## src/hdl/cpu_pkg.sv

```systemverilog
`default_nettype none

package cpu_pkg;

    // widths and sizes
    localparam int ISA_WIDTH       = 32;
    localparam int REG_ADDR_WIDTH  = 5;
    localparam int IMEM_DEPTH      = 64;  // words
    localparam int IMEM_ADDR_WIDTH = 6;
    localparam int DMEM_DEPTH      = 64;  // words

    // byte address of the output port, just past the end of data memory
    localparam logic [ISA_WIDTH-1:0] OUT_ADDR = 32'h0000_0100;

    // opcodes
    localparam logic [5:0] OP_RTYPE = 6'h00;
    localparam logic [5:0] OP_ADDIU = 6'h09;
    localparam logic [5:0] OP_ORI   = 6'h0d;
    localparam logic [5:0] OP_LW    = 6'h23;
    localparam logic [5:0] OP_SW    = 6'h2b;
    localparam logic [5:0] OP_BEQ   = 6'h04;

    // r-type function codes
    localparam logic [5:0] FN_ADDU = 6'h21;
    localparam logic [5:0] FN_SUBU = 6'h23;
    localparam logic [5:0] FN_AND  = 6'h24;
    localparam logic [5:0] FN_OR   = 6'h25;
    localparam logic [5:0] FN_SLT  = 6'h2a;

    typedef enum logic [2:0] {
        ALU_ADD,
        ALU_SUB,
        ALU_AND,
        ALU_OR,
        ALU_SLT   // signed compare
    } alu_op_t;

    typedef enum logic [1:0] {
        FWD_REG,  // value read in decode
        FWD_MEM,  // ex/mem alu result
        FWD_WB    // mem/wb write data
    } fwd_sel_t;

    // one instruction word, seen as r-type or i-type
    typedef union packed {
        struct packed {
            logic [5:0]                opcode;
            logic [REG_ADDR_WIDTH-1:0] rs;
            logic [REG_ADDR_WIDTH-1:0] rt;
            logic [REG_ADDR_WIDTH-1:0] rd;
            logic [4:0]                shamt;
            logic [5:0]                funct;
        } r;
        struct packed {
            logic [5:0]                opcode;
            logic [REG_ADDR_WIDTH-1:0] rs;
            logic [REG_ADDR_WIDTH-1:0] rt;
            logic [15:0]               imm;
        } i;
    } instr_t;

endpackage

`default_nettype wire

```

## src/hdl/instruction_mem.sv

```systemverilog
`timescale 1ns/1ps
`default_nettype none

module instruction_mem import cpu_pkg::*; (
    input  wire                       clk,
    input  wire                       arst_n,
    input  wire                       run,
    input  wire                       load_req,
    input  wire [IMEM_ADDR_WIDTH-1:0] load_addr,
    input  wire [ISA_WIDTH-1:0]       load_data,
    input  wire                       hazard_stall,  // load-use, hold pc and if/id
    input  wire                       out_stall,     // output port busy, freeze
    input  wire                       branch_taken,
    input  wire [ISA_WIDTH-1:0]       branch_target,
    output logic                      load_ack,
    output instr_t                    id_instr,
    output logic [ISA_WIDTH-1:0]      id_pc_plus4,
    output logic                      id_valid
);

    logic [ISA_WIDTH-1:0] imem [IMEM_DEPTH];  // program store
    logic [ISA_WIDTH-1:0] pc;
    logic [ISA_WIDTH-1:0] pc_plus4;
    logic                 load_wr;  // one write per req
    logic                 advance;  // fetch may move this cycle

    assign pc_plus4 = pc + 32'd4;
    assign load_wr  = !run && load_req && !load_ack;  // host only while halted
    assign advance  = run && !out_stall;

    // load handshake, ack one cycle after req seen
    always_ff @(posedge clk or negedge arst_n) begin
        if (!arst_n) begin
            load_ack <= 1'b0;
        end else if (load_wr) begin
            load_ack <= 1'b1;
        end else if (!load_req) begin
            load_ack <= 1'b0;  // req dropped, release
        end
    end

    always_ff @(posedge clk) begin
        if (load_wr) begin
            imem[load_addr] <= load_data;
        end
    end

    // pc, branch wins over the load-use hold
    always_ff @(posedge clk or negedge arst_n) begin
        if (!arst_n) begin
            pc <= '0;
        end else if (advance) begin
            if (branch_taken) begin
                pc <= branch_target;
            end else if (!hazard_stall) begin
                pc <= pc_plus4;
            end
        end
    end

    // if/id valid
    always_ff @(posedge clk or negedge arst_n) begin
        if (!arst_n) begin
            id_valid <= 1'b0;
        end else if (advance) begin
            if (branch_taken) begin
                id_valid <= 1'b0;  // younger fetch squashed
            end else if (!hazard_stall) begin
                id_valid <= 1'b1;
            end
        end
    end

    // if/id payload, word index from pc[7:2]
    always_ff @(posedge clk) begin
        if (advance && !hazard_stall) begin
            id_instr    <= imem[pc[IMEM_ADDR_WIDTH+1:2]];
            id_pc_plus4 <= pc_plus4;
        end
    end

endmodule

`default_nettype wire

```

## config.mk

```make
export PLATFORM = sky130hd
export DESIGN_NAME = instruction_mem
export DESIGN_NICKNAME = d
export VERILOG_FILES = /design/src/hdl/cpu_pkg.sv /design/src/hdl/instruction_mem.sv
export SDC_FILE = /design/constraint.sdc
export NUM_CORES = 2
export LEC_CHECK = 0
export BUFFER_PORTS_ARGS = -buffer_cell sky130_fd_sc_hd__buf_2
export CAP_MARGIN = 40
export CELL_PAD_IN_SITES_DETAIL_PLACEMENT = 1
export CELL_PAD_IN_SITES_GLOBAL_PLACEMENT = 2
export CORE_MARGIN = 4
export CORE_UTILIZATION = 50
export CTS_BUF_LIST = sky130_fd_sc_hd__clkbuf_16
export DETAILED_ROUTE_END_ITERATION = 12
export PLACE_DENSITY = 0.83
export SYNTH_ARGS = -nofsm -noshare
export SYNTH_HDL_FRONTEND = slang
export SYNTH_SLANG_ARGS = --single-unit
```

## constraint.sdc

```tcl
create_clock -name clk -period 3.58 [get_ports clk]
set_clock_uncertainty 0.2 [all_clocks]
set_input_delay 0 -clock clk [delete_from_list [all_inputs] [get_ports clk]]
set_output_delay 0 -clock clk [all_outputs]
set_load 0.1 [all_outputs]
```

After elaboration in Yosys (flattened, before gate mapping). Memory sizes are Yosys's and may differ from the RTL's. A register that Yosys moved wholly into a read port is not among the register bits. Index checks and enable logic that the tools add are counted.

Memories: 1. Latch bits: 0. Input port bits: 77. Logic and storage cells: 25. Bits in read-only memories: 0. Flip-flop bits (word level): 66. RAM bits: 2048. Output and inout port bits: 66.

Add/sub/neg operators: 1. Equal/unequal tests: 2. Shifts and indexed selects: 0. Div/mod/pow operators: 0. Reduce and logical (&&, ||, !) cells: 9. Magnitude comparators: 0. $mul: 0. Multiplexer cells: 8. Bitwise gates (word level): 0.

Memories: imem (depth 64, width 32, rd ports 1, clocked after memory_dff 1, wr ports 1, RTL line instruction_mem.sv:21) `logic [ISA_WIDTH-1:0] imem [IMEM_DEPTH];`.

Operators by type and width (number): 32-bit 2-to-1 mux (2); 32-bit by 3-bit adder with 32-bit output, second input constant (1); 1-bit 2-to-1 mux (6); 1-bit logical AND (4); 1-bit logical NOT (4); 2-bit by 1-bit inequality test with 1-bit output, second input constant (2); 2-bit AND reduction (1).

Depth between registers and ports, before layout.
Depth in word-level cells: 5. Mapped depth: 10. Mapped depth without buffers: 6.

Worst setup path after synthesis. No wires, ideal clock.

Path type: reg2reg. Start point: reg load_ack. End point: mem imem[54][0], enable pin. Stages on the path, launching flop included: 4. Data arrival time: 3083 ps. Clock period less this slack: 3704 ps. Library setup time: 421 ps. Path slack: -124 ps. Required time: 2959 ps. Path through: dfrtp_1 -> nor4b_1 -> nand3_1 -> nor2_1.

Cells in the longest elaborated chain, start to end: 4.

RTL lines: from (decl) (RTL line instruction_mem.sv:15) `output logic load_ack,`; from (signal assigned) (RTL line instruction_mem.sv:34) `load_ack <= 1'b0;`; from (signal assigned) (RTL line instruction_mem.sv:36) `load_ack <= 1'b1;`; from (signal assigned) (RTL line instruction_mem.sv:38) `load_ack <= 1'b0;`; 1-bit logical NOT (RTL line instruction_mem.sv:28) `assign load_wr = !run && load_req && !load_ack;`; 1-bit logical AND (RTL line instruction_mem.sv:28); 1-bit 2-to-1 mux (RTL line instruction_mem.sv:43) `if (load_wr) begin`; 1-bit 2-to-1 mux (implied by the code) (RTL line instruction_mem.sv:44) `imem[load_addr] <= load_data;`; to (decl) (RTL line instruction_mem.sv:21).

No other way between the ends.

Worst setup path in the final report.
Start point: reg load_ack. End point: mem imem[14][31], enable pin.

The elaborated chain is that of the path after synthesis.

==> qor.txt <==
top post-synthesis cells by area - edfxtp_1 (77%), mux4_2 (14%), dfrtp_1 (1.0%)
Async S/R FF share, synth - 0.0158
Layout Nets - 4377
Crit path depth - 7
Yosys top cell area share - 0.774
Placed Instance Area - 88600 µm²
slowest stage delay, CP - 0.57 ns
final instance area - 97200 µm²
status - finished, final reports clean
r2r worst-path depth - 7
Die Height - 413 µm
Unique masters post-synth - 60
final core occ - 0.597
RSZ-0062 raised after global routing - false
pwr dens - 608 nW/µm²
post-synthesis compound-gate area fraction - 0.0331
largest family of logic cells by synthesized area - multiplexers
Synthesized Nets - 3740
CP Buf/Inv Count - 4
Mapped Cells - 3662
highest clock rate - 0.285 GHz
Final Hold Fails - 0
MaxCap Viol Count - 0
Final Max Tran Viols - 0
Peak VDD IR - 694 µV
dpl ws - 0.233 ns
Remaining Overflow, GRT - 0
CTS root buffer - clkbuf_16
crit path capture type - flip-flop
critical path startpoint category - flip-flop
Setup WS post-layout - 0.0703 ns
Slew headroom - 0.363
largest net degree at the start of global routing - 63
mapped cell area - 81900 µm²
vias in the first global route - 46201
H-tree depth - 4
core area - 163000 µm²
Initial DRC Count - 6522
worst-path cell with the longest stage delay - nor2_4
first-pass GRT wire length - 352000 µm
area occupied by multi-input gates - 17100 µm²
# fillers - 13431
Layout area overhead - 18.6%
reg2reg start - load_ack
gp weighted congestion - 0.835
row count - 148
Post-synth EDFFs - 2112
Syn. warnings - 0
die footprint - 170000 µm²
synthesized area per cell - 22.4 µm²
CP startpoint - load_ack
Pre-antenna DRT Iters - 6
layout cells sized above 1 - 0.301
hold path cells - 3
CP most frequent cell - buf_4
Final setup viols - 0
CP Capture Point - imem[14][31]
Routed WL - 249000 µm
cell accounting for the most synthesized area - edfxtp_1
Pwr Total - 0.0591 W
WS Path Type - reg -> reg
hold slack - 0.00900 ns
HP Start - load_data[20]
I/O pin cnt - 143
Die Wd - 413 µm
Synth Area in Adders - 0.000153
CP max FO - 22
total number of clock tree sinks - 2146
Total GRT Usage - 0.295
Clock transition at path regs - 0.06 ns
post-synthesis simple-gate area fraction - 0.0192
flops & latches, synth - 2146
Worst Path Arrival - 3.82 ns
CP Cell Sequence - nor4b_1, buf_4, nand3_1, dlygate4sd3_1, buf_4, nor2_4, buf_12
WL per Instance - 37.5 µm
Clock Latency Late Sink - 0.85 ns
Req. time, crit path - 3.89 ns
Primary FF master, synth - edfxtp_1
pin slew with the least headroom to its limit - 0.953 ns
R2R Setup Slk - 0.07 ns
Initial Utilization - 0.503
reg2reg end - imem[14][31]
CTS tree - built
sequential-to-total area share from yosys stat - 0.785
mux cell area share after synthesis - 0.147
IO Port Bufs - 142
CP delay by family, top - buffers and inverters
DP HPWL - 145000 µm
initial antenna violation count - 12
Post-Synth XOR/XNOR Area - 0.00299
DRC viols - 0
CTS buffer count - 207
Max Buffers Root-to-Sink - 3
Seq. cell area - 64300 µm²
HP Class - in -> reg
Antenna Nets Post-Route - 0
Tmin final - 3.51 ns
Tcrit/Tclk final - 0.980
routed vias/inst - 6.57
DR vias - 43734
static leakage - 30.8 nW
cell usage after synthesis, types with 10 or more instances:
cell type,instances
edfxtp_1,2112
mux4_2,514
a22oi_1,111
nor2_1,110
clkbuf_1,90
nand2_1,64
buf_2,63
a21oi_1,61
nand3_1,50
o22ai_1,41
o21ai_0,36
dfrtp_1,34
mux2i_1,29
a221oi_1,27
buf_4,27
buf_1,18
nor3_1,18
xnor2_1,17
inv_1,16
nor2b_1,14
a22o_1,13
o221ai_1,13
mux2_2,12
buf_6,11
xor2_1,11
a211oi_1,10
nor4_1,10
placed cells by master, fill, tap and decap left out, types with 11 or more instances in the layout:
cell           count
nand2_1           64
a21oi_1           61
dfrtp_1           28
a22oi_1          111
mux2_2            12
mux2i_1           29
xnor2_1           17
nor2_4            66
o21ai_0           36
xor2_1            11
nor3_1            18
nor2b_1           12
edfxtp_1        2112
inv_1             60
mux4_2           514
nand3_1           49
buf_2            147
bufinv_16         16
clkinv_2          41
a221oi_1          27
o221ai_1          13
o22ai_1           41
clkbuf_16        210
buf_12           117
nor2_1            44
buf_4            172
clkinv_1          52
a22o_1            13
dlygate4sd3_1    191
through the flow:
step / instances / TNS [ns]
2_1_floorplan: 3662 / -143.09
6_report: 6655 / 0
3_5_place_dp: 6065 / 0
4_1_cts: 6639 / 0
5_1_grt: 6650 / 0
3_3_place_gp: 6030 / 0
timing repair:
| item | CTS | global route |
|---|---|---|
| hold buffers | 191 | 0 |
| gates resized for setup | 0 | 4 |
| setup endpoints to repair | 0 | 11 |
| endpoints found under the hold margin | 2679 | 0 |
| buffers inserted | 0 | 4 |
cell families after synthesis:
logic type	Yosys count
xor gates and xnor gates	28
buffers and inverters	225
adders and majority gates	1
and+or+nand+nor	326
DFF	2146
muxes	555
AOI/OAI and AO/OA	381
power by group:
part           internal [W]  switching, W  leakage, nW
Clock                0.0117       0.00947         3.37
Combinational       0.00405       0.00568         8.03
Sequential           0.0278      0.000289         19.4
final cells by class:
| cell class | instances | area share |
|---|---|---|
| diodes | 7 | 0.000180 |
| multi-input cells | 1291 | 0.176 |
| clock buffers | 209 | 0.0538 |
| repair buffers | 637 | 0.0669 |
| inverters | 16 | 0.000618 |
| flip-flops and latches | 2146 | 0.662 |
| clock inverters | 174 | 0.0133 |
| well taps | 2175 | 0.0280 |
how the worst min path moves through the flow:
stage                     slack, ns      endpoint
final                         0.009  imem[46][20]
after detailed placement      -0.29        pc[24]
after global placement       0.0003        pc[24]
after global routing           0.03  imem[46][20]
after CTS                    0.0003  imem[15][29]
after floorplan               -0.50      id_valid
metal layers:
layer  vias to the layer above  global-route usage  wire [µm]
met5                         -                   0         27
met4                         4               0.123      11700
met3                       555              0.0638      26500
met2                      2968               0.482     123000
met1                     23301               0.390      87800
li1                      16906                   -          -
worst register-to-register path, delay by kind of cell, from the launching register on:
family                 cells  cell delay [ns]
buffers and inverters      4             1.39
and+or+nand+nor            3             1.13
DFF                        1             0.44
registers in the layout (all words and copies together) (netlist names):
signal and flops:
load_ack 1, pc 32, id_instr 32, id_valid 1, imem 2048, id_pc_plus4 32
Note: power is estimated with default switching activity, not from simulation.
