[src/hdl/cpu_pkg.sv]
`default_nettype none

package cpu_pkg;

    // widths and sizes
    localparam int ISA_WIDTH       = 32;
    localparam int REG_ADDR_WIDTH  = 5;
    localparam int IMEM_DEPTH      = 64;  // words
    localparam int IMEM_ADDR_WIDTH = 6;
    localparam int DMEM_DEPTH      = 64;  // words

    // byte address of the output port, just past the end of data memory
    localparam logic [ISA_WIDTH-1:0] OUT_ADDR = 32'h0000_0100;

    // opcodes
    localparam logic [5:0] OP_RTYPE = 6'h00;
    localparam logic [5:0] OP_ADDIU = 6'h09;
    localparam logic [5:0] OP_ORI   = 6'h0d;
    localparam logic [5:0] OP_LW    = 6'h23;
    localparam logic [5:0] OP_SW    = 6'h2b;
    localparam logic [5:0] OP_BEQ   = 6'h04;

    // r-type function codes
    localparam logic [5:0] FN_ADDU = 6'h21;
    localparam logic [5:0] FN_SUBU = 6'h23;
    localparam logic [5:0] FN_AND  = 6'h24;
    localparam logic [5:0] FN_OR   = 6'h25;
    localparam logic [5:0] FN_SLT  = 6'h2a;

    typedef enum logic [2:0] {
        ALU_ADD,
        ALU_SUB,
        ALU_AND,
        ALU_OR,
        ALU_SLT   // signed compare
    } alu_op_t;

    typedef enum logic [1:0] {
        FWD_REG,  // value read in decode
        FWD_MEM,  // ex/mem alu result
        FWD_WB    // mem/wb write data
    } fwd_sel_t;

    // one instruction word, seen as r-type or i-type
    typedef union packed {
        struct packed {
            logic [5:0]                opcode;
            logic [REG_ADDR_WIDTH-1:0] rs;
            logic [REG_ADDR_WIDTH-1:0] rt;
            logic [REG_ADDR_WIDTH-1:0] rd;
            logic [4:0]                shamt;
            logic [5:0]                funct;
        } r;
        struct packed {
            logic [5:0]                opcode;
            logic [REG_ADDR_WIDTH-1:0] rs;
            logic [REG_ADDR_WIDTH-1:0] rt;
            logic [15:0]               imm;
        } i;
    } instr_t;

endpackage

`default_nettype wire

[src/hdl/data_mem.sv]
`timescale 1ns/1ps
`default_nettype none

module data_mem import cpu_pkg::*; (
    input  wire                       clk,
    input  wire                       arst_n,
    input  wire                       out_ack,
    input  wire [ISA_WIDTH-1:0]       mem_result,      // address or alu value
    input  wire [ISA_WIDTH-1:0]       mem_store_data,
    input  wire [REG_ADDR_WIDTH-1:0]  mem_dest,
    input  wire                       mem_reg_write,
    input  wire                       mem_mem_read,
    input  wire                       mem_mem_write,
    input  wire                       mem_valid,
    output logic                      out_req,
    output logic [ISA_WIDTH-1:0]      out_data,
    output logic                      out_stall,
    output logic [ISA_WIDTH-1:0]      wb_data,
    output logic [REG_ADDR_WIDTH-1:0] wb_dest,
    output logic                      wb_reg_write
);

    logic [ISA_WIDTH-1:0]              dmem [DMEM_DEPTH];
    logic [$clog2(DMEM_DEPTH)-1:0]     word_addr;
    logic [ISA_WIDTH-1:0]              rd_data;
    logic                              to_port;    // store aimed at OUT_ADDR
    logic                              out_start;  // launch output handshake
    logic                              st_mem;     // ordinary store

    assign word_addr = mem_result[$clog2(DMEM_DEPTH)+1:2];
    assign rd_data   = dmem[word_addr];  // async read
    assign to_port   = mem_valid && mem_mem_write && mem_result == OUT_ADDR;
    assign st_mem    = mem_valid && mem_mem_write && mem_result != OUT_ADDR && !out_stall;

    // busy until req dropped and ack released
    assign out_stall = out_req || out_ack;
    assign out_start = to_port && !out_stall;

    always_ff @(posedge clk) begin
        if (st_mem) begin
            dmem[word_addr] <= mem_store_data;
        end
    end

    // output handshake, req falls once ack seen
    always_ff @(posedge clk or negedge arst_n) begin
        if (!arst_n) begin
            out_req <= 1'b0;
        end else if (out_start) begin
            out_req <= 1'b1;
        end else if (out_ack) begin
            out_req <= 1'b0;
        end
    end

    // held for the whole req phase
    always_ff @(posedge clk) begin
        if (out_start) begin
            out_data <= mem_store_data;
        end
    end

    // mem/wb control
    always_ff @(posedge clk or negedge arst_n) begin
        if (!arst_n) begin
            wb_reg_write <= 1'b0;
        end else if (!out_stall) begin
            wb_reg_write <= mem_valid && mem_reg_write;
        end
    end

    // mem/wb payload, load data or alu result
    always_ff @(posedge clk) begin
        if (!out_stall) begin
            wb_data <= mem_mem_read ? rd_data : mem_result;
            wb_dest <= mem_dest;
        end
    end

endmodule

`default_nettype wire

[config.mk]
export PLATFORM = sky130hd
export DESIGN_NAME = data_mem
export DESIGN_NICKNAME = d
export VERILOG_FILES = /design/src/hdl/cpu_pkg.sv /design/src/hdl/data_mem.sv
export SDC_FILE = /design/constraint.sdc
export NUM_CORES = 2
export LEC_CHECK = 0
export BUFFER_PORTS_ARGS = -buffer_cell sky130_fd_sc_hd__buf_2
export CAP_MARGIN = 30
export CORE_MARGIN = 1.5
export CORE_UTILIZATION = 35
export DETAILED_ROUTE_END_ITERATION = 12
export SYNTH_ARGS = -nofsm -noshare
export SYNTH_HDL_FRONTEND = slang
export SYNTH_SLANG_ARGS = --single-unit
[constraint.sdc]
create_clock -name clk -period 15.26 [get_ports clk]
set_clock_uncertainty 0.05 [all_clocks]
set_input_delay 1.526 -clock clk [delete_from_list [all_inputs] [get_ports clk]]
set_output_delay 1.526 -clock clk [all_outputs]
set_load 0.05 [all_outputs]
## After elaboration in Yosys (flattened, before gate mapping)

Memory sizes are Yosys's and may differ from the RTL's.
Index checks and enable logic that the tools add are counted.

- Flip-flop bits (word level): 71
- Memory bits (writable): 2048
- Output and inout port bits: 72
- Memories kept: 1

Memory list:

| memory | depth | width | read ports | clocked after Yosys merged registers in | write ports | RTL line | text |
|---|---|---|---|---|---|---|---|
| dmem | 64 | 32 | 1 | 0 | 1 | data_mem.sv:23 | `logic [ISA_WIDTH-1:0] dmem [DMEM_DEPTH];` |

- Equality and inequality tests: 2
- Muxes and demuxes: 5
- Reduce and logical (&&, ||, !) cells: 9

Operator list:

| operator | count |
|---|---|
| $eq A32 B9 Y1 const B | 1 |
| $mux W32 | 1 |
| $ne A32 B9 Y1 const B | 1 |
| $logic_and A1 B1 Y1 | 6 |
| $mux W1 | 4 |
| $reduce_bool A2 Y1 | 1 |
| $logic_not A1 Y1 | 1 |
| $logic_or A1 B1 Y1 | 1 |

## Longest topological paths before layout

- Word-level depth: 5
- Gate-level depth with buffers: 11

## Least setup slack after synthesis

Ideal clock, no wire load.

- Path type: input to register
- From: input out_ack
- To: register out_data[0], enable pin
- Library setup time: 0.501 ns
- Arrival time: 6.694 ns
- Required time: 14.709 ns
- Setup slack: 8.015 ns
- Cell stages on the path: 3
- Path through: nor2_1 nand3_1 nor4_1

- Word-level cells in the longest chain between the ends: 3

RTL lines:

| element | RTL line | text |
|---|---|---|
| from (decl) | data_mem.sv:7 | `input wire out_ack,` |
| $logic_or A1 B1 Y1 | data_mem.sv:36 | `assign out_stall = out_req \|\| out_ack;` |
| $logic_not A1 Y1 | n/a |  |
| $logic_and A1 B1 Y1 | data_mem.sv:37 | `assign out_start = to_port && !out_stall;` |
| named net out_start | data_mem.sv:27 | `logic out_start;` |
| to (signal assigned) | data_mem.sv:59 | `out_data <= mem_store_data;` |
| to (decl) | data_mem.sv:16 | `output logic [ISA_WIDTH-1:0] out_data,` |

The timed path passes the listed nets, and every way through them passes these cells.
A chain may end at the register's enable or synchronous reset.

## Worst setup path in the final report

- From: input mem_result[4]
- To: memory dmem[23][31], enable pin

- Word-level cells in the longest chain between the ends: 5

RTL lines:

| element | RTL line | text |
|---|---|---|
| from (decl) | data_mem.sv:8 | `input wire [ISA_WIDTH-1:0] mem_result,` |
| $ne A32 B9 Y1 | data_mem.sv:33 | `assign st_mem = mem_valid && mem_mem_write && mem_result != OUT_ADDR && !out_stall;` |
| $logic_and A1 B1 Y1 (2 in series) | data_mem.sv:33 |  |
| $mux W1 | data_mem.sv:40 | `if (st_mem) begin` |
| $mux W1 (implied by the code) | data_mem.sv:41 | `dmem[word_addr] <= mem_store_data;` |
| to (decl) | data_mem.sv:23 |  |

Parallel ways exist; a longest one is shown, timed or not.

==> results.txt <==
* Int Pwr: around 9.3 mW
- After detailed placement, the total cell area comes to approximately 0.086 mm2.
- Die Height: between 400 and 500 um
- Final std cells w/o fill: ~7700
- Using the TritonRoute via totals, the vias-per-cell ratio works out to roughly 6.0.
- Mean routed wirelength per cell: ~36 um
* Half-perimeter wire length after detailed placement: 156 mm
- In this run the most used layer during global routing was met2.
- Fraction of the cycle the final worst path needs: 0.388
- CTS root buf: sky130_fd_sc_hd__clkbuf_16
- Achievable Freq: 169 MHz
- The Yosys step of the flow raised 0 warnings.
- Max-cap violations in this run came to 0.
- EDFF count, synth: ~2100
- Clock latency at the later pin of the worst-skew pair: ~0.87 ns
* Count of hold-fix buffers inserted at cts: 0
* Avg Inst Size Synth: between 15 and 20 um2
- Port-buffer cells: between 100 and 150
- Post-synth ARST share: 0.000944
* Area contributors post-synth: sky130_fd_sc_hd__edfxtp_1, sky130_fd_sc_hd__mux4_2, sky130_fd_sc_hd__a221oi_1, sky130_fd_sc_hd__mux2_2, sky130_fd_sc_hd__mux2i_1
- The final route contains around 46000 vias.
- GR met3 Demand/Resource: 0.0529
* Cells traversed along the worst timing path: buf_8 > buf_12 > buf_4 > and3_1 > nand2_1 > nor2_4 > buf_4
- Cell at the slowest stage of the critical path: sky130_fd_sc_hd__and3_1
* Cells on worst reg2reg path: 6
* Remaining antenna violation count: 0
- The kind of cell with the highest combined delay along the critical path is simple AND/OR/NAND/NOR gates.
- Met2 track demand over resource in global routing: 0.348
- For this run, design rule violations remaining after detail routing come to 0.
- Signed area change from the synthesized netlist to the final layout: 14.0%
- Outcome: finished clean
- Net count after synthesis: 4300
- Sink Count: roughly 2100
- Comb pwr share: 0.060
* Summed instance area of the synthesized netlist: around 0.081 mm2
- For this block, the routed nets add up to 275 mm of wire.
* Utilization after layout: 0.403
- The first TritonRoute pass finished after 5 iterations.
- Most common cell on crit path: sky130_fd_sc_hd__buf_4
- After synthesis the netlist holds a flip-flop and latch count of around 2100.
- Unrepaired setup endpoints after global routing: no
- Summing internal, switching and leakage power gives approximately 12 mW.
* Count of buffer and inverter cells on the critical path: 4
- STA classifies the critical path startpoint as an input port.
- CTS Buf Count: 210
- Pin placement for this block handled roughly 150 I/O pins.
* Post-synth top flop: sky130_fd_sc_hd__edfxtp_1
* Cell row count: around 180
- Vias in the first global route: around 44000
- Critical path data required time: roughly 16 ns
- The endpoint identified for the worst register-to-register timing path is dmem[32][2].
- Count of pins over their slew limit: 0
- Leaving out fill and tap cells, the most frequent cell in the layout is sky130_fd_sc_hd__edfxtp_1.
- Top library cells by usage in the layout, fill and taps aside: sky130_fd_sc_hd__edfxtp_1, sky130_fd_sc_hd__a221oi_1, sky130_fd_sc_hd__clkbuf_16, sky130_fd_sc_hd__buf_4, sky130_fd_sc_hd__mux2i_1
- Portion of total power attributed to sequential cells: 0.532
- Maximum clock path buffer count: 3
- Tracing the worst setup path back leads to its startpoint at mem_result[4].
* Reg2Reg Setup Slack: between 10 and 15 ns
- Global routing finished with a remaining overflow of 0.
- The number of different library cells used by synthesis comes to just under 80.
* Wire length of the first global-routing pass: 373 mm
- Entering global routing, the biggest net connects around 90 pins.
- Power Dens Cells: 130 mW/mm2
- At the end of the flow, the number of nets in the layout was about 4600.
* Core footprint: 0.231 mm2
- In this run the power spent charging and discharging nets is 2.76 mW.
- For this block, the initial DRC count from the detailed router was between 7000 and 8000.
- The number of antenna violations at the first check in global routing was 20.
- Die ar.: roughly 0.24 mm2
- Cell accounting for the most synthesized area: sky130_fd_sc_hd__edfxtp_1
- Total of endpoints with negative setup slack in the final report: 0
- Startpoint of the lowest-slack register-to-register path: out_req
* Number of endpoints with negative hold slack in the final report: 0
* Data arrival time of the critical path: 6.39 ns
- CTS HTree Levels: 4
- Routability-driven placement congestion ratio: around 0.89
- Setup Buffers After CTS: 0
- The share of total power dissipated in the clock network is 0.408.
- After routing the design area is just over 0.09 mm2.
- After clock tree synthesis, the clock-pin slew on the worst setup and hold paths is approximately 0.06 ns.
- Worst-path maximum fanout: between 80 and 90
- Once placement completed, the tool counted placed cells totaling roughly 7300.
- Measured along the x axis, the die boundary spans 485 um.
- Gate Count Post-Synth: around 4200
- Maximum vdd ir drop: 112 uV
- STA classifies the critical path endpoint as a register.
* Fraction of final layout cells sized beyond drive strength 1: 0.229
- Shortest period the worst path allows: around 5.9 ns
- At the pin with the least slew margin, the transition time is 1.11 ns.
* Headroom to the max-slew limit: 0.260
- Static Leakage: between 20 and 30 nW
- Yosys top cell area share: 0.781
- Slowest Stage Delay on Critical Path: 0.88 ns
* Effective utilization at floorplan: 0.353
- Once the clock tree was built, the resizer swapped 0 gates to a different size.
* Worst min path class: in -> async
- TritonCTS built the clock tree.
* Total global routing track utilization: 0.228
* Type of the worst setup path: in -> reg
- Switching portion of total power: 0.228
* Sum of negative setup slack: 0 ns
- Grt met1 use: 0.301
* Sequential area share after synthesis: 0.781
[stage by stage]
stage	hold WS [ns]	setup WS, ns
after floorplan	0.649	8.01
after global placement	0.409	8.61
after detailed placement	0.418	8.52
after CTS	0.335	9.45
after global routing	0.362	9.26
final	0.382	9.35
[sequential cells by signal (all words and copies together) (netlist names)]
| name | count |
|---|---|
| dmem | 2048 |
| out_data | 32 |
| wb_reg_write | 1 |
| wb_dest | 5 |
| wb_data | 32 |
| out_req | 1 |
[cell families (layout without fill, tap and decap cells)]
kind of cell,count (synthesis),in the layout,synth area share
buf+inv,299,717,0.0218
flops,2119,2119,0.781
simple gates,362,362,0.0198
mux,509,509,0.0907
compound gates,935,935,0.0862
other cells,0,3,0
[worst max path at each step]
stage | cells after the start | endpoint
after floorplan | 3 | out_data[0]
after global placement | 7 | dmem[23][5]
after detailed placement | 7 | dmem[23][5]
after CTS | 7 | dmem[23][28]
after global routing | 11 | wb_data[4]
final | 7 | dmem[23][31]
[power by group through the flow]
stage / registers (mW) / logic [mW] / clock network [mW]
floorplan: 6.59 / 0.323 / 0
global placement: 6.57 / 0.697 / 0
detailed placement: 6.57 / 0.707 / 0
CTS: 6.44 / 0.708 / 4.97
global route: 6.44 / 0.738 / 5.18
finish: 6.44 / 0.724 / 4.93
[final cells by class]
type                       instances  area [um2]
clock inverter                   110         901
antenna                            3        7.51
sequential                      2119       63600
fill                           20200      138000
inverter                           5        28.8
multi-input combinational       1806       16600
tap                             3026        3790
timing repair buffer             340        2360
clock buffer                     262        5490
[cell usage after synthesis (all sizes together) (7+ instances only)]
cell and count:
buf 214, a211oi 7, a2111oi 7, a31oi 30, a21oi 115, nand3 18
o2111ai 7, o22a 13, o221ai 15, nand2 96, clkbuf 80, o22ai 92
a221oi 229, o2bb2ai 14, nor3 8, mux2i 176, mux4 165, a221o 37
a211o 7, mux2 168, edfxtp 2117, a22oi 168, o21ai 98, nand4 13
o32a 14, nor2 177, a22o 49
[layer usage]
metal | part of all wire | routed length, um | vias to the layer above
li1 | - | - | 18200
met2 | 0.45 | 125000 | 3148
met5 | 0.00043 | 117 | -
met1 | 0.38 | 103000 | 24300
met4 | 0.059 | 16200 | 16
met3 | 0.11 | 30400 | 603
(Power assumes the default switching activity.)
