File: src/hdl/cpu_pkg.sv
`default_nettype none

package cpu_pkg;

    // widths and sizes
    localparam int ISA_WIDTH       = 32;
    localparam int REG_ADDR_WIDTH  = 5;
    localparam int IMEM_DEPTH      = 64;  // words
    localparam int IMEM_ADDR_WIDTH = 6;
    localparam int DMEM_DEPTH      = 64;  // words

    // byte address of the output port, just past the end of data memory
    localparam logic [ISA_WIDTH-1:0] OUT_ADDR = 32'h0000_0100;

    // opcodes
    localparam logic [5:0] OP_RTYPE = 6'h00;
    localparam logic [5:0] OP_ADDIU = 6'h09;
    localparam logic [5:0] OP_ORI   = 6'h0d;
    localparam logic [5:0] OP_LW    = 6'h23;
    localparam logic [5:0] OP_SW    = 6'h2b;
    localparam logic [5:0] OP_BEQ   = 6'h04;

    // r-type function codes
    localparam logic [5:0] FN_ADDU = 6'h21;
    localparam logic [5:0] FN_SUBU = 6'h23;
    localparam logic [5:0] FN_AND  = 6'h24;
    localparam logic [5:0] FN_OR   = 6'h25;
    localparam logic [5:0] FN_SLT  = 6'h2a;

    typedef enum logic [2:0] {
        ALU_ADD,
        ALU_SUB,
        ALU_AND,
        ALU_OR,
        ALU_SLT   // signed compare
    } alu_op_t;

    typedef enum logic [1:0] {
        FWD_REG,  // value read in decode
        FWD_MEM,  // ex/mem alu result
        FWD_WB    // mem/wb write data
    } fwd_sel_t;

    // one instruction word, seen as r-type or i-type
    typedef union packed {
        struct packed {
            logic [5:0]                opcode;
            logic [REG_ADDR_WIDTH-1:0] rs;
            logic [REG_ADDR_WIDTH-1:0] rt;
            logic [REG_ADDR_WIDTH-1:0] rd;
            logic [4:0]                shamt;
            logic [5:0]                funct;
        } r;
        struct packed {
            logic [5:0]                opcode;
            logic [REG_ADDR_WIDTH-1:0] rs;
            logic [REG_ADDR_WIDTH-1:0] rt;
            logic [15:0]               imm;
        } i;
    } instr_t;

endpackage

`default_nettype wire

File: src/hdl/decode_stage.sv
`timescale 1ns/1ps
`default_nettype none

module decode_stage import cpu_pkg::*; (
    input  wire                      clk,
    input  wire                      arst_n,
    input  wire instr_t              id_instr,
    input  wire [ISA_WIDTH-1:0]      id_pc_plus4,
    input  wire                      id_valid,
    input  wire                      branch_taken,  // squash what sits in decode
    input  wire                      out_stall,
    input  wire [ISA_WIDTH-1:0]      wb_data,
    input  wire [REG_ADDR_WIDTH-1:0] wb_dest,
    input  wire                      wb_reg_write,
    output logic                     hazard_stall,
    output alu_op_t                  ex_alu_op,
    output logic [ISA_WIDTH-1:0]     ex_operand_a,  // rs value
    output logic [ISA_WIDTH-1:0]     ex_operand_b,  // rt value
    output logic [ISA_WIDTH-1:0]     ex_imm,
    output logic                     ex_use_imm,
    output logic [REG_ADDR_WIDTH-1:0] ex_rs,
    output logic [REG_ADDR_WIDTH-1:0] ex_rt,
    output logic [REG_ADDR_WIDTH-1:0] ex_dest,
    output logic                     ex_reg_write,
    output logic                     ex_mem_read,
    output logic                     ex_mem_write,
    output logic                     ex_branch,
    output logic [ISA_WIDTH-1:0]     ex_pc_plus4,
    output logic                     ex_valid
);

    logic [ISA_WIDTH-1:0]      regs [2**REG_ADDR_WIDTH];
    logic [REG_ADDR_WIDTH-1:0] rs;
    logic [REG_ADDR_WIDTH-1:0] rt;
    logic [REG_ADDR_WIDTH-1:0] dest;
    logic [ISA_WIDTH-1:0]      rs_val;
    logic [ISA_WIDTH-1:0]      rt_val;
    logic [ISA_WIDTH-1:0]      imm_ext;
    alu_op_t                   alu_op;
    logic                      use_imm;
    logic                      zero_ext;   // ori only
    logic                      uses_rt;    // rt is a source, not the dest
    logic                      reg_write;
    logic                      mem_read;
    logic                      mem_write;
    logic                      branch;
    logic                      bubble;

    assign rs = id_instr.i.rs;
    assign rt = id_instr.i.rt;

    // control decode
    always_comb begin
        alu_op    = ALU_ADD;
        use_imm   = 1'b1;
        zero_ext  = 1'b0;
        uses_rt   = 1'b0;
        reg_write = 1'b0;
        mem_read  = 1'b0;
        mem_write = 1'b0;
        branch    = 1'b0;
        dest      = id_instr.i.rt;  // i-type writes rt
        case (id_instr.r.opcode)
            OP_RTYPE: begin
                use_imm   = 1'b0;
                uses_rt   = 1'b1;
                reg_write = 1'b1;
                dest      = id_instr.r.rd;
                case (id_instr.r.funct)
                    FN_ADDU: alu_op = ALU_ADD;
                    FN_SUBU: alu_op = ALU_SUB;
                    FN_AND:  alu_op = ALU_AND;
                    FN_OR:   alu_op = ALU_OR;
                    FN_SLT:  alu_op = ALU_SLT;
                    default: reg_write = 1'b0;  // unknown funct acts as nop
                endcase
            end
            OP_ADDIU: reg_write = 1'b1;
            OP_ORI: begin
                alu_op    = ALU_OR;
                zero_ext  = 1'b1;
                reg_write = 1'b1;
            end
            OP_LW: begin
                mem_read  = 1'b1;
                reg_write = 1'b1;
            end
            OP_SW: begin
                mem_write = 1'b1;
                uses_rt   = 1'b1;  // store data
            end
            OP_BEQ: begin
                alu_op  = ALU_SUB;  // zero result means equal
                use_imm = 1'b0;
                uses_rt = 1'b1;
                branch  = 1'b1;
            end
            default: ;
        endcase
    end

    assign imm_ext = zero_ext ? {16'b0, id_instr.i.imm} : {{16{id_instr.i.imm[15]}}, id_instr.i.imm};

    // register file, r0 never written
    always_ff @(posedge clk or negedge arst_n) begin
        if (!arst_n) begin
            for (int k = 0; k < 2**REG_ADDR_WIDTH; k++) begin
                regs[k] <= '0;
            end
        end else if (wb_reg_write && wb_dest != '0 && !out_stall) begin
            regs[wb_dest] <= wb_data;
        end
    end

    // reads with write-through from wb
    always_comb begin
        rs_val = regs[rs];
        rt_val = regs[rt];
        if (wb_reg_write && wb_dest == rs) rs_val = wb_data;
        if (wb_reg_write && wb_dest == rt) rt_val = wb_data;
        if (rs == '0) rs_val = '0;
        if (rt == '0) rt_val = '0;
    end

    // load in ex feeding this instruction, hold one cycle
    assign hazard_stall = id_valid && ex_valid && ex_mem_read && ex_dest != '0 &&
                          (ex_dest == rs || (uses_rt && ex_dest == rt));

    assign bubble = branch_taken || hazard_stall || !id_valid;

    // id/ex control
    always_ff @(posedge clk or negedge arst_n) begin
        if (!arst_n) begin
            ex_valid     <= 1'b0;
            ex_reg_write <= 1'b0;
            ex_mem_read  <= 1'b0;
            ex_mem_write <= 1'b0;
            ex_branch    <= 1'b0;
        end else if (!out_stall) begin
            ex_valid     <= !bubble;
            ex_reg_write <= !bubble && reg_write;
            ex_mem_read  <= !bubble && mem_read;
            ex_mem_write <= !bubble && mem_write;
            ex_branch    <= !bubble && branch;
        end
    end

    // id/ex payload
    always_ff @(posedge clk) begin
        if (!out_stall) begin
            ex_alu_op    <= alu_op;
            ex_operand_a <= rs_val;
            ex_operand_b <= rt_val;
            ex_imm       <= imm_ext;
            ex_use_imm   <= use_imm;
            ex_rs        <= rs;
            ex_rt        <= rt;
            ex_dest      <= dest;
            ex_pc_plus4  <= id_pc_plus4;
        end
    end

endmodule

`default_nettype wire

File: config.mk
export PLATFORM = sky130hd
export DESIGN_NAME = decode_stage
export DESIGN_NICKNAME = d
export VERILOG_FILES = /design/src/hdl/cpu_pkg.sv /design/src/hdl/decode_stage.sv
export SDC_FILE = /design/constraint.sdc
export NUM_CORES = 2
export LEC_CHECK = 0
export BUFFER_PORTS_ARGS = -buffer_cell sky130_fd_sc_hd__buf_2
export CAP_MARGIN = 20
export CORE_MARGIN = 1
export CORE_UTILIZATION = 35
export DETAILED_ROUTE_END_ITERATION = 7
export PLACE_DENSITY = 0.56
export SLEW_MARGIN = 15
export SYNTH_ARGS = -nofsm -noshare
export SYNTH_HDL_FRONTEND = slang
export SYNTH_SLANG_ARGS = --single-unit
export TNS_END_PERCENT = 5
File: constraint.sdc
create_clock -name clk -period 2 [get_ports clk]
set_input_delay 0 -clock clk [delete_from_list [all_inputs] [get_ports clk]]
set_output_delay 0 -clock clk [all_outputs]
set_load 0.005 [all_outputs]
After elaboration in Yosys (flattened, before gate mapping):

Cells that the tools add are included.

* bits in registers: 1161
* bits of input ports: 107
* output and inout port bits: 153
* logic and storage cells: 119

* $lt $le $gt $ge: 4
* equal/unequal tests: 14
* mux-type cells: 22
* bitwise gates (word level): 3
* reductions and logical operators: 29

Operators by type and width (number)
* 1024-bit bitwise mux: 1
* 32-bit binary-select mux with 5-bit select: 2
* 32-bit two-way mux: 7
* 32-bit demux with 5-bit select: 1
* 6-bit == test (second input constant): 7
* 5-bit == test: 4
* 6-bit greater-or-equal comparator (second input constant): 3
* 5-bit NOT with 6-bit output: 3
* 1-bit logical AND: 14
* 6-bit by 4-bit == test with 1-bit output (second input constant): 2
* 3-bit case mux with 4 select lines: 1
* 5-bit zero test: 2
* 5-bit nonzero test: 2
* 3-bit case mux with 3 select lines: 1
* 1-bit two-way mux: 7
* 6-bit by 3-bit == test with 1-bit output (second input constant): 1
* 6-bit zero test: 1
* 6-bit by 1-bit < comparator with 1-bit output (second input constant): 1
* 3-bit OR reduction: 2
* 5-bit two-way mux: 1
* 5-bit OR reduction: 1
* 1-bit zero test: 3
* 1-bit logical OR: 3
* 1-bit case mux with 2 select lines: 1
* 2-bit OR reduction: 1

Logic depth before layout (Yosys ltp):

* depth after elaboration: 10
* depth in mapped cells: 9
* mapped depth without buffers: 5

Worst setup path after synthesis:

No wires, ideal clock.

* kind: input to register
* from: input out_stall
* to: register regs[974] in the netlist's numbering
* setup time: 125 ps
* arrival: 3449 ps
* required time: 1875 ps
* setup slack: -1574 ps
* cell stages on the path: 7
* buffers on the path: 2
* cells stage by stage: clkbuf_1 -> inv_2 -> nand2_1 -> or3_1 -> nor3_2 -> buf_2 -> mux2_2

* longest elaborated chain between the ends: 2

Ends and longest elaborated chain
* start: declaration: line decode_stage.sv:11 `input wire out_stall,`
* 1-bit zero test
* 1-bit logical AND: line decode_stage.sv:110 `end else if (wb_reg_write && wb_dest != '0 && !out_stall) begin`
* end signal: indexed assignment: line decode_stage.sv:111 `regs[wb_dest] <= wb_data;`
* end: declaration: line decode_stage.sv:32 `logic [ISA_WIDTH-1:0] regs [2**REG_ADDR_WIDTH];`

No other way between the ends.
A chain may end at the register's enable or synchronous reset.

Worst setup path in the final report:

* from: register ex_dest[4]
* to: output hazard_stall

* longest elaborated chain between the ends: 4
* elaborated cells between the ends (all ways): 7
* those cells by class: 2 x eq/ne; 5 x reduce/logical

Ends and longest elaborated chain
* start: declaration: line decode_stage.sv:23 `output logic [REG_ADDR_WIDTH-1:0] ex_dest,`
* start signal: assignment: line decode_stage.sv:158 `ex_dest <= dest;`
* 5-bit == test: line decode_stage.sv:127 `(ex_dest == rs || (uses_rt && ex_dest == rt));`
* 1-bit logical AND: line decode_stage.sv:127
* 1-bit logical OR: line decode_stage.sv:127
* 1-bit logical AND *: line decode_stage.sv:126 `assign hazard_stall = id_valid && ex_valid && ex_mem_read && ex_dest != '0 &&`
* end: declaration: line decode_stage.sv:15 `output logic hazard_stall,`

Mark *: on every way between the ends. The rest lies on a longest branch, timed or not.

==> impl_metrics.tcl <==
set metrics [dict create \
    initialDrtViolationCount 2531 \
    hold_viol_final 0 \
    synth_edf_count 132 \
    syn-cell-area_um2 59300 \
    cp.required_ps 2000 \
    seq_area_um2 29700 \
    synth_flop_cell "dfrtp_1" \
    r2r_cells 5 \
    core_um2 168000 \
    yosys.area.top_type_share_pct 43.4 \
    ys_seq_area_share_pct 50.1 \
    dp.cells 6194 \
    fin_area_um2 73100 \
    setup_viol 1 \
    ys_warn_count 0 \
    crit_chain "or4_4 -> o21ai_1 -> nand4b_1 -> a21boi_1 -> buf_2" \
    status "finished, violations left" \
    path_clk_slew_ps 60 \
    cpPeakStageDelay_ps 560 \
    peakVddDrop_v 0.000719 \
    maxSlewHeadroom_pct 17.5 \
    grt_pass1_vias 39930 \
    synth-async-reset-ratio_pct 88.6 \
    dieArea_um2 171000 \
    synth.distinct_cells 52 \
    cp_slowest_cell "or4_4" \
    clock.fmax_mhz 457 \
    routedWlPerCell_um 29.1 \
    fin_nets 4393 \
    synth_seq_cells 1161 \
    end_kind "output port" \
    maxCapViolations 0 \
    track_usage_pct 22.7 \
    gp_congestion 0.825 \
    cp-start-kind "flop" \
    worstSetupPathType "flop to output port" \
    place_area_um2 66700 \
    antenna_found_initial 5 \
    initial_core_util_pct 35.4 \
    cp_top_family "simple AND/OR/NAND/NOR gates" \
    hold_class "input pin to flop" \
    overflow 0 \
    ios 260 \
    drive_gt1_share_pct 57.0 \
    final_common_cell "mux2_2" \
    clk_root_buffer_cell "clkbuf_16" \
    clock_latency_ps 770 \
    worstPathBufferInverterCount 1 \
    cts_tree "yes" \
    yosysTopAreaCell "dfrtp_1" \
    rsz0062_at_grt "yes" \
    grt_start_max_net_pins 133 \
    grt_pass1_wl_um 283000 \
    rows 150 \
    synthTopCellsByArea "dfrtp_1 43%, mux2_2 20%, mux4_2 19%" \
    fp.dieH_um 414 \
    synth.avg_cell_area_um2 15.7 \
    die_width_um 414 \
    fin_hold_ws_ps 70.3 \
    place_hpwl_um 123000 \
    h-tree-depth 4 \
    vias 38098 \
    violations "negative setup slack" \
    layout_common_cells "1,055 x mux2_2, 1,029 x dfrtp_1, 511 x mux4_2" \
    slew_violations 0 \
    worst_ep_arrival_time_ps 2190 \
    cp_num_cells 5 \
    min_path_cells 5 \
    clock_path_buffers 3 \
    cts_buffers 140 \
    p_leak_nw 31.8 \
    dr.pass1.iters 5 \
    ant_nets 0 \
    port_buffers 259 \
    vias_per_cell 5.77 \
    areaGrowthSynthToFinish_pct 23.3 \
    fin_ws_ps -190 \
    power_density_nw_per_um2 901 \
    period_minus_slack_ps 2190 \
    worst_slew_pin_slew_ps 1240 \
    netlist_instances 3782 \
    synth_nets 3889 \
    multi_input_area_um2 27900 \
    wirelength_um 192000 \
    worst_clock_skew_ps 22.0 \
    finalCritPeriodShare_pct 110 \
    final_cells 6608 \
    remaining_drc_errors 0 \
    crit_fanout 2 \
    n_fill_cell 14964 \
    clock_sinks 1161 \
]
[report_power, final]
group          internal, mW  switching, mW
clock network          15.9           10.5
registers              26.8           2.00
logic                  6.29           4.22
total                  49.1           16.8
[logic make-up (layout without fill, tap and decap cells)]
family	Yosys count	after routing	synth area share [%]
buf+inv	453	1070	3.34
other cells	0	5	0
simple gates	170	170	1.40
compound gates	339	339	4.14
flops	1161	1161	50.1
mux	1638	1638	40.7
xor+xnor	21	21	0.310
[cell usage after synthesis, types with 2 or more instances]
library cell and n:
o41ai_1 2, buf_2 133, nand2_1 87, o2111a_1 63
o31ai_1 2, nand2b_1 9, or3_1 4, buf_6 2
buf_4 26, mux2_2 1055, inv_1 4, or2_2 2
a21boi_0 4, mux4_2 511, xor2_1 19, mux2_1 5
o22ai_1 127, o211ai_1 63, nor3_1 9, xnor2_1 2
o21ai_0 67, or4_1 4, and4_1 2, and2_1 3
nor2b_1 3, clkbuf_1 232, mux2i_1 67, nand3b_1 3
nor3b_1 3, a21oi_1 5, nand3_1 4, nor4_1 4
nand4_1 5, nor2_1 19, dfrtp_1 1029, buf_1 55
nor3_2 2, edfxtp_1 132
[final cells by class]
class | count | area share [%]
Clock buffer | 201 | 5.71
Inverter | 5 | 0.0480
Timing Repair Buffer | 810 | 10.8
Clock inverter | 54 | 0.819
Sequential cell | 1161 | 40.7
Tap cell | 2204 | 3.77
Multi-Input combinational cell | 2168 | 38.1
Antenna cell | 5 | 0.0171
[path summary, 6_finish.rpt]
path	from	endpoint	slack (ps)
min reg2reg	regs[1012]	regs[1012]	390
max	ex_dest[4]	hazard_stall	-190
min	wb_reg_write	regs[299]	70
max in group asynchronous	arst_n	regs[857]	1360
max reg2reg	regs[64]	ex_operand_a[0]	80
min in group asynchronous	arst_n	regs[738]	100
[state kept, by name, indices dropped and copies added, names as in the netlist]
| signal | cells |
|---|---|
| regs | 1024 |
| ex_operand_a | 32 |
| ex_operand_b | 32 |
| ex_pc_plus4 | 32 |
| ex_imm | 17 |
| ex_dest | 5 |
| ex_rs | 5 |
| ex_rt | 5 |
| ex_alu_op | 3 |
| ex_branch | 1 |
| ex_mem_read | 1 |
| ex_mem_write | 1 |
| ex_reg_write | 1 |
| ex_use_imm | 1 |
| ex_valid | 1 |
[stage by stage]
stage               setup slack [ps]  TNS, ps  utilization (%)  power (mW)
floorplan                       68.0        0                -        35.6
global placement                -121    -1740             39.8        39.2
detailed placement              -139    -2400             39.8        39.5
CTS                             -244     -262             43.6        66.5
global route                    -335     -375             43.6        68.6
finish                          -190     -190             43.6        65.8
[tightest hold or removal path: cells and delay by family]
family        cells  cell delay, ps
buf+inv           2             370
mux               1             240
simple gates      2             190
[metal layers]
metal	global-route usage [%]	wire length, um
met5	0	16
met4	7.14	5700
met3	4.39	10900
met2	37.1	93900
met1	30.5	81600
[timing repair]
item                                   in CTS  in global routing
pin swaps                                   4                  1
resized for setup                           5                  6
endpoints found under the hold margin    2141                  0
setup endpoints to repair                   1                  4
hold buffers                              152                  0
buffers inserted                            2                  0
No activity file was read; power rests on OpenSTA's default activity.
