<file path="config.mk">
export PLATFORM = sky130hd
export DESIGN_NAME = execute_stage
export DESIGN_NICKNAME = d
export VERILOG_FILES = /design/src/hdl/cpu_pkg.sv /design/src/hdl/execute_stage.sv
export SDC_FILE = /design/constraint.sdc
export NUM_CORES = 1
export LEC_CHECK = 0
export ABC_AREA = 1
export BUFFER_PORTS_ARGS = -buffer_cell sky130_fd_sc_hd__buf_2
export CELL_PAD_IN_SITES_DETAIL_PLACEMENT = 1
export CELL_PAD_IN_SITES_GLOBAL_PLACEMENT = 1
export CORE_ASPECT_RATIO = 1.5
export CORE_MARGIN = 3
export CORE_UTILIZATION = 38
export CTS_CLUSTER_DIAMETER = 30
export CTS_CLUSTER_SIZE = 25
export DETAILED_ROUTE_END_ITERATION = 12
export MAX_ROUTING_LAYER = met4
export PLACE_DENSITY_LB_ADDON = 0.1
export REMOVE_ABC_BUFFERS = 1
export SLEW_MARGIN = 30
export SYNTH_ARGS = -nofsm -noshare
export SYNTH_HDL_FRONTEND = slang
export SYNTH_SLANG_ARGS = --single-unit
</file>
<file path="constraint.sdc">
create_clock -name clk -period 5.85 [get_ports clk]
set_input_delay 1.17 -clock clk [delete_from_list [all_inputs] [get_ports clk]]
set_output_delay 1.17 -clock clk [all_outputs]
set_load 0.02 [all_outputs]
</file>
<file path="src/hdl/cpu_pkg.sv">
`default_nettype none

package cpu_pkg;

    // widths and sizes
    localparam int ISA_WIDTH       = 32;
    localparam int REG_ADDR_WIDTH  = 5;
    localparam int IMEM_DEPTH      = 64;  // words
    localparam int IMEM_ADDR_WIDTH = 6;
    localparam int DMEM_DEPTH      = 64;  // words

    // byte address of the output port, just past the end of data memory
    localparam logic [ISA_WIDTH-1:0] OUT_ADDR = 32'h0000_0100;

    // opcodes
    localparam logic [5:0] OP_RTYPE = 6'h00;
    localparam logic [5:0] OP_ADDIU = 6'h09;
    localparam logic [5:0] OP_ORI   = 6'h0d;
    localparam logic [5:0] OP_LW    = 6'h23;
    localparam logic [5:0] OP_SW    = 6'h2b;
    localparam logic [5:0] OP_BEQ   = 6'h04;

    // r-type function codes
    localparam logic [5:0] FN_ADDU = 6'h21;
    localparam logic [5:0] FN_SUBU = 6'h23;
    localparam logic [5:0] FN_AND  = 6'h24;
    localparam logic [5:0] FN_OR   = 6'h25;
    localparam logic [5:0] FN_SLT  = 6'h2a;

    typedef enum logic [2:0] {
        ALU_ADD,
        ALU_SUB,
        ALU_AND,
        ALU_OR,
        ALU_SLT   // signed compare
    } alu_op_t;

    typedef enum logic [1:0] {
        FWD_REG,  // value read in decode
        FWD_MEM,  // ex/mem alu result
        FWD_WB    // mem/wb write data
    } fwd_sel_t;

    // one instruction word, seen as r-type or i-type
    typedef union packed {
        struct packed {
            logic [5:0]                opcode;
            logic [REG_ADDR_WIDTH-1:0] rs;
            logic [REG_ADDR_WIDTH-1:0] rt;
            logic [REG_ADDR_WIDTH-1:0] rd;
            logic [4:0]                shamt;
            logic [5:0]                funct;
        } r;
        struct packed {
            logic [5:0]                opcode;
            logic [REG_ADDR_WIDTH-1:0] rs;
            logic [REG_ADDR_WIDTH-1:0] rt;
            logic [15:0]               imm;
        } i;
    } instr_t;

endpackage

`default_nettype wire

</file>
<file path="src/hdl/execute_stage.sv">
`timescale 1ns/1ps
`default_nettype none

module execute_stage import cpu_pkg::*; (
    input  wire                       clk,
    input  wire                       arst_n,
    input  wire                       out_stall,
    input  wire alu_op_t              ex_alu_op,
    input  wire [ISA_WIDTH-1:0]       ex_operand_a,
    input  wire [ISA_WIDTH-1:0]       ex_operand_b,
    input  wire [ISA_WIDTH-1:0]       ex_imm,
    input  wire                       ex_use_imm,
    input  wire [REG_ADDR_WIDTH-1:0]  ex_rs,
    input  wire [REG_ADDR_WIDTH-1:0]  ex_rt,
    input  wire [REG_ADDR_WIDTH-1:0]  ex_dest,
    input  wire                       ex_reg_write,
    input  wire                       ex_mem_read,
    input  wire                       ex_mem_write,
    input  wire                       ex_branch,
    input  wire [ISA_WIDTH-1:0]       ex_pc_plus4,
    input  wire                       ex_valid,
    input  wire [ISA_WIDTH-1:0]       wb_data,
    input  wire [REG_ADDR_WIDTH-1:0]  wb_dest,
    input  wire                       wb_reg_write,
    output logic                      branch_taken,
    output logic [ISA_WIDTH-1:0]      branch_target,
    output logic [ISA_WIDTH-1:0]      mem_result,
    output logic [ISA_WIDTH-1:0]      mem_store_data,
    output logic [REG_ADDR_WIDTH-1:0] mem_dest,
    output logic                      mem_reg_write,
    output logic                      mem_mem_read,
    output logic                      mem_mem_write,
    output logic                      mem_valid
);

    fwd_sel_t             sel_a;
    fwd_sel_t             sel_b;
    logic [ISA_WIDTH-1:0] src_a;
    logic [ISA_WIDTH-1:0] src_b;   // rt after forwarding, also store data
    logic [ISA_WIDTH-1:0] alu_b;
    logic [ISA_WIDTH-1:0] alu_y;

    // newest producer wins, r0 never forwarded
    function automatic fwd_sel_t fwd_select(input logic [REG_ADDR_WIDTH-1:0] src);
        fwd_sel_t sel;
        if (src != '0 && mem_valid && mem_reg_write && mem_dest == src) begin
            sel = FWD_MEM;
        end else if (src != '0 && wb_reg_write && wb_dest == src) begin
            sel = FWD_WB;
        end else begin
            sel = FWD_REG;
        end
        return sel;
    endfunction

    always_comb begin
        sel_a = fwd_select(ex_rs);
        sel_b = fwd_select(ex_rt);
        case (sel_a)
            FWD_MEM: src_a = mem_result;
            FWD_WB:  src_a = wb_data;
            default: src_a = ex_operand_a;
        endcase
        case (sel_b)
            FWD_MEM: src_b = mem_result;
            FWD_WB:  src_b = wb_data;
            default: src_b = ex_operand_b;
        endcase
    end

    assign alu_b = ex_use_imm ? ex_imm : src_b;

    always_comb begin
        case (ex_alu_op)
            ALU_ADD: alu_y = src_a + alu_b;
            ALU_SUB: alu_y = src_a - alu_b;
            ALU_AND: alu_y = src_a & alu_b;
            ALU_OR:  alu_y = src_a | alu_b;
            ALU_SLT: alu_y = {{(ISA_WIDTH-1){1'b0}}, $signed(src_a) < $signed(alu_b)};
            default: alu_y = '0;
        endcase
    end

    // beq resolved here, target is pc+4 plus word offset
    assign branch_taken  = ex_valid && ex_branch && alu_y == '0;
    assign branch_target = ex_pc_plus4 + {ex_imm[ISA_WIDTH-3:0], 2'b00};

    // ex/mem control
    always_ff @(posedge clk or negedge arst_n) begin
        if (!arst_n) begin
            mem_valid     <= 1'b0;
            mem_reg_write <= 1'b0;
            mem_mem_read  <= 1'b0;
            mem_mem_write <= 1'b0;
        end else if (!out_stall) begin
            mem_valid     <= ex_valid;
            mem_reg_write <= ex_reg_write;
            mem_mem_read  <= ex_mem_read;
            mem_mem_write <= ex_mem_write;
        end
    end

    // ex/mem payload
    always_ff @(posedge clk) begin
        if (!out_stall) begin
            mem_result     <= alu_y;
            mem_store_data <= src_b;
            mem_dest       <= ex_dest;
        end
    end

endmodule

`default_nettype wire

</file>
## Yosys cells after proc, flatten, opt, wreduce, memory -nomap -nowiden

Index checks and enable logic that the tools add are counted.

- Order comparisons: 1
- $mul: 0
- Multiplexer cells: 8
- Divide/modulo/power cells: 0
- Bitwise gates (word level): 2
- Reduce and logical (&&, ||, !) cells: 16
- Shift operators: 0
- $add $sub $neg: 3
- Equal/unequal tests: 12

Operator list:

| kind | count |
|---|---|
| 32-bit one-hot mux with 5 select lines | 1 |
| 32-bit one-hot mux with 2 select lines | 2 |
| 32-bit adder | 2 |
| 32-bit AND | 1 |
| 32-bit logical NOT | 1 |
| 32-bit less-than comparator | 1 |
| 32-bit 2-to-1 mux | 1 |
| 32-bit OR | 1 |
| 32-bit subtractor | 1 |
| 5-bit equality test | 4 |
| 1-bit logical AND | 12 |
| 5-bit nonzero test | 2 |
| 2-bit 2-to-1 mux | 4 |
| 3-bit by 2-bit equality test with 1-bit output, second input constant | 2 |
| 2-bit by 1-bit equality test with 1-bit output, second input constant | 2 |
| 2-bit equality test, second input constant | 2 |
| 3-bit by 1-bit equality test with 1-bit output, second input constant | 1 |
| 3-bit equality test, second input constant | 1 |
| 3-bit logical NOT | 1 |

- Memory bits (writable): 0
- Bits in latches: 0
- Memories: 0
- Logic and storage cells: 49
- Output and inout port bits: 106
- Bits in read-only memories: 0
- Input port bits: 193
- Register bits after elaboration: 73

## Longest topological paths before layout

- Depth in word-level cells: 12
- Depth in mapped cells: 33
- Depth with buffers taken out: 32

## Worst setup path before layout

OpenSTA, ideal clock, no wires.

- Path type: input to output
- Start point: input port ex_rs[1]
- End point: output port branch_taken
- Path slack: 0.085 ns
- Arrival: 4.595 ns
- Stages on the path: 28
- Path through: inv_1 a21oi_1 o211ai_1 nor3_1 nand2_1 buf_4 nand2_1 inv_2 buf_4 a221oi_2 ha_1 inv_1 fa_1 inv_1 nand3_1 nand2_1 nand2_1 nand2_2 nand2_1 nand2_1 nand3b_1 a21oi_1 nor2_1 nor2_1 nand2_1 nor2_1 nand2_1 nor2_1

- Word-level cells in the longest chain between the ends: 11
- Elaborated cells on any way between the ends: 21

Ends and longest elaborated chain:

| item | RTL line | text |
|---|---|---|
| from (decl) | execute_stage.sv:13 | `input wire [REG_ADDR_WIDTH-1:0] ex_rs,` |
| 5-bit nonzero test | execute_stage.sv:46, execute_stage.sv:48 |  |
| 1-bit logical AND (on tied branches) (2 in a row) | execute_stage.sv:48, execute_stage.sv:46 |  |
| 2-bit 2-to-1 mux or 1-bit logical AND (tied branches) | execute_stage.sv:48, execute_stage.sv:46 |  |
| 2-bit 2-to-1 mux * | execute_stage.sv:46 | `if (src != '0 && mem_valid && mem_reg_write && mem_dest == src) begin` |
| 2-bit equality test or 2-bit by 1-bit equality test with 1-bit output (tied branches) | execute_stage.sv:59 | `case (sel_a)` |
| 32-bit one-hot mux with 2 select lines * | execute_stage.sv:59 |  |
| 32-bit subtractor, or another cell as far along | execute_stage.sv:76 | `ALU_SUB: alu_y = src_a - alu_b;` |
| 32-bit one-hot mux with 5 select lines * | execute_stage.sv:74 | `case (ex_alu_op)` |
| 32-bit logical NOT * | execute_stage.sv:85 | `assign branch_taken = ex_valid && ex_branch && alu_y == '0;` |
| 1-bit logical AND * | execute_stage.sv:85 |  |
| to (decl) | execute_stage.sv:25 | `output logic branch_taken,` |

Mark *: on every way between the ends. The rest lies on a longest branch, timed or not.

## Final worst setup path

- Start point: input port ex_rt[0]
- End point: output port branch_taken

- Word-level cells in the longest chain between the ends: 12
- Elaborated cells on any way between the ends: 22

Ends and longest elaborated chain:

| item | RTL line | text |
|---|---|---|
| from (decl) | execute_stage.sv:14 | `input wire [REG_ADDR_WIDTH-1:0] ex_rt,` |
| 5-bit nonzero test | execute_stage.sv:46, execute_stage.sv:48 |  |
| 1-bit logical AND (on tied branches) (2 in a row) | execute_stage.sv:48, execute_stage.sv:46 |  |
| 2-bit 2-to-1 mux or 1-bit logical AND (tied branches) | execute_stage.sv:48, execute_stage.sv:46 |  |
| 2-bit 2-to-1 mux * | execute_stage.sv:46 |  |
| 2-bit equality test or 2-bit by 1-bit equality test with 1-bit output (tied branches) | execute_stage.sv:64 | `case (sel_b)` |
| 32-bit one-hot mux with 2 select lines * | execute_stage.sv:64 |  |
| 32-bit 2-to-1 mux * | execute_stage.sv:71 | `assign alu_b = ex_use_imm ? ex_imm : src_b;` |
| 32-bit subtractor, or another cell as far along | execute_stage.sv:76 |  |
| 32-bit one-hot mux with 5 select lines * | execute_stage.sv:74 |  |
| 32-bit logical NOT * | execute_stage.sv:85 |  |
| 1-bit logical AND * | execute_stage.sv:85 |  |

Marked as above.

==> impl_metrics.toml <==
[run_status]
status = "finished, violations left"
violations = "setup timing"

[timing]
worst_pin_slew_ns = 1.02
fin_crit_ns = 6.43
max_freq_mhz = 156
setup_violations = 1
rsz0062_at_grt = "true"
fin_crit_sh = 1.10
fin_skew_ns = 0.00987
finalWorstSetupSlack_ns = -0.577
relSlewSlack = 0.320
drv_slew = 0
hold_viol = 0

[clocking]
cts_sinks = 73
clk_latency_ns = 0.36
numCtsBuffers = 9
cts.reportedPaths.clkPinSlew_ns = 0.07
cts_hold_buf = 0
clockBufferDepth = 2
cts_max_level = 3
cts_tree = "done"
cts_root_buf = "clkbuf_16"

[critical_path]
reg2reg_setup_slack_ns = 1.71
worstSetupPathType = "input port to primary output"
r2r_end = "mem_result[23]"
worstSetupEndpointType = "primary output"
start_kind = "input port"
rr_worst_depth = 26
cpMaxStageDelayCell = "ha_4"
r2r_start = "mem_dest[1]"
crit_path_max_incr_delay_ns = 0.29
arrival_ns = 5.26
crit_required_ns = 4.68
crit_fanout = 17
cp_common_cell = "nand2_1"

[floorplan]
die_h_um = 227
die_x_um = 154
core.rowCount = 80
start_util = 0.388
pin_count = 299
core_um2 = 32000
dieArea_um2 = 34900

[detailed_routing]
drt_iter0_drc = 897
first_pass_iters = 7
via_per_inst = 5.51
ant_nets = 0
route.vias.total = 16900
finalWirelength_um = 71800
drc = 0
routedWlPerCell_um = 23.4

[min_path]
hp-start = "mem_mem_write"
hold_depth = 2
hp-class = "flop to flop"
holdPathEnd = "mem_mem_write"

[pwr]
design_power_total_mw = 3.45
p_leak_nw = 10.0
power_density_nw_per_um2 = 185
switching_share = 0.476
p_sw_mw = 1.64
p_int_mw = 1.81
combPwrFrac = 0.635
seqPwrFrac = 0.194
ir_drop_mv = 0.151
pwr-share-clk = 0.171

[global_routing]
antenna_found_initial = 12
grt_start_max_net_pins = 68
grt_pass1_wl_um = 102000
grtUsageTotal = 0.389
grt.overflow.total = 0
grt_pass1_vias = 17900

[synth]
synth_seq_area_share = 0.175
synth-seq-cells = 73
postSynthCellCount = 2016
synthesis.area_um2 = 12400
synth-main-ff-cell = "edfxtp_1"
synthArstFlopShare = 0.0548
postSynthAreaPerCell_um2 = 6.16
synth_edf_count = 69
yosysWarnings = 0
yosysUniqueCellTypes = 54

[placed_design]
dp_cells = 3013
post-place-ws_ns = -0.987
portBuffers = 294
dp_hpwl_um = 56000
dpl-instance-area_um2 = 16800
place_congestion = 0.999

[final_layout]
fin_nets = 2970
area_growth_pct = 49.7
drive_above_1_share = 0.376
layout_common_cells = "nand2_1, inv_1, buf_4"
fin_area_um2 = 18600
layout_commonest_cell = "nand2_1"
final_util = 0.580
final_cells = 3069

[run]
drv_cap = 0
-- registers in the layout (all words and copies together), names as in the netlist --
name            flops
mem_mem_write       1
mem_mem_read        1
mem_result         32
mem_dest            5
mem_store_data     32
mem_valid           1
mem_reg_write       1
-- through the flow --
stage	TNS, ns	hold slack, ns
after global placement	-0.773	0.462
after detailed placement	-0.987	0.466
after global routing	-0.820	0.527
after floorplan	-0.783	0.581
final	-0.577	0.488
after CTS	-0.361	0.486
-- cells in the mapped netlist (4+ instances only) --
cell type  count  area, um^2
a31oi_1        4        25.0
nor3_1        19        95.1
dfrtp_1        4         100
inv_2         17        63.8
inv_1        388        1460
a221oi_2      31         465
nand3_1      149         746
nand2_1      531        1990
o21ai_1       10        50.1
xor2_1        27         236
buf_4         11        82.6
o211ai_1       4        30.0
o21ai_0       56         280
clkbuf_1      12        45.0
nand3b_1       4        30.0
o21ai_2       10        87.6
a21oi_2        7        61.3
nor2_2         9        56.3
o221ai_1      19         166
o21a_1         4        30.0
nor2_1       249         935
nand4_1       24         150
ha_1         132        1650
o221ai_2      10         150
a21oi_1      112         561
buf_2         23         115
buf_6          7        78.8
o21bai_1      13        97.6
nand2_2       12        75.1
xnor2_1       12         105
edfxtp_1      69        2070
-- worst max path at each step --
stage                   from            to  slack [ns]  depth (start not counted)
detailed placement  ex_rt[4]  branch_taken       -0.99                         29
CTS                 ex_rt[1]  branch_taken       -0.36                         36
finish              ex_rt[0]  branch_taken       -0.58                         31
global route        ex_rt[0]  branch_taken       -0.82                         32
global placement    ex_rt[4]  branch_taken       -0.77                         29
floorplan           ex_rt[4]  branch_taken       -0.78                         29
-- power groups by stage --
stage	Sequential (mW)	Combinational [mW]	Clock (mW)
finish	0.669	2.19	0.590
global placement	0.672	1.86	0
detailed placement	0.672	1.91	0
floorplan	0.716	0.937	0
global route	0.671	2.34	0.609
CTS	0.664	2.09	0.576
-- logic make-up (layout without fill, tap and decap cells) --
group                    count (synthesis)  after routing  synth area share
buffers and inverters                  464           1095             0.150
adder cells (fa/ha/maj)                135            135             0.138
flip-flops                              73             73             0.175
XOR/XNOR                                39             39            0.0275
other                                    0             12                 0
AND/OR/NAND/NOR                       1009           1009             0.336
AO/OA/AOI/OAI                          296            296             0.173
-- what timing repair did --
item	CTS	global route
pin swaps	32	35
gates resized for setup	238	52
endpoints found under the setup margin	1	1
buffers inserted	14	14
hold endpoints to repair	0	0
-- per-layer routing --
layer,global-route usage,vias up,wire length (um)
li1,-,7739,-
met1,0.370,8131,24600
met2,0.713,695,36800
met3,0.0293,355,2680
met4,0.320,0,7610
met5,-,-,0
-- area by class of cell --
class	count	area [um^2]
Fill cell	4320	13400
Multi-Input combinational cell	1479	9620
Clock buffer	9	225
Inverter	407	1540
Antenna cell	12	30.0
Clock inverter	7	68.8
Tap cell	410	513
Timing Repair Buffer	672	4420
Sequential cell	73	2170
-- worst max-delay path: cells and delay by family --
kind	cells	cell delay, ns
AO/OA/AOI/OAI	5	0.68
AND/OR/NAND/NOR	14	1.75
adder cells (fa/ha/maj)	1	0.29
XOR/XNOR	1	0.18
buffers and inverters	10	1.20
Power figures use the tool's default switching activity.
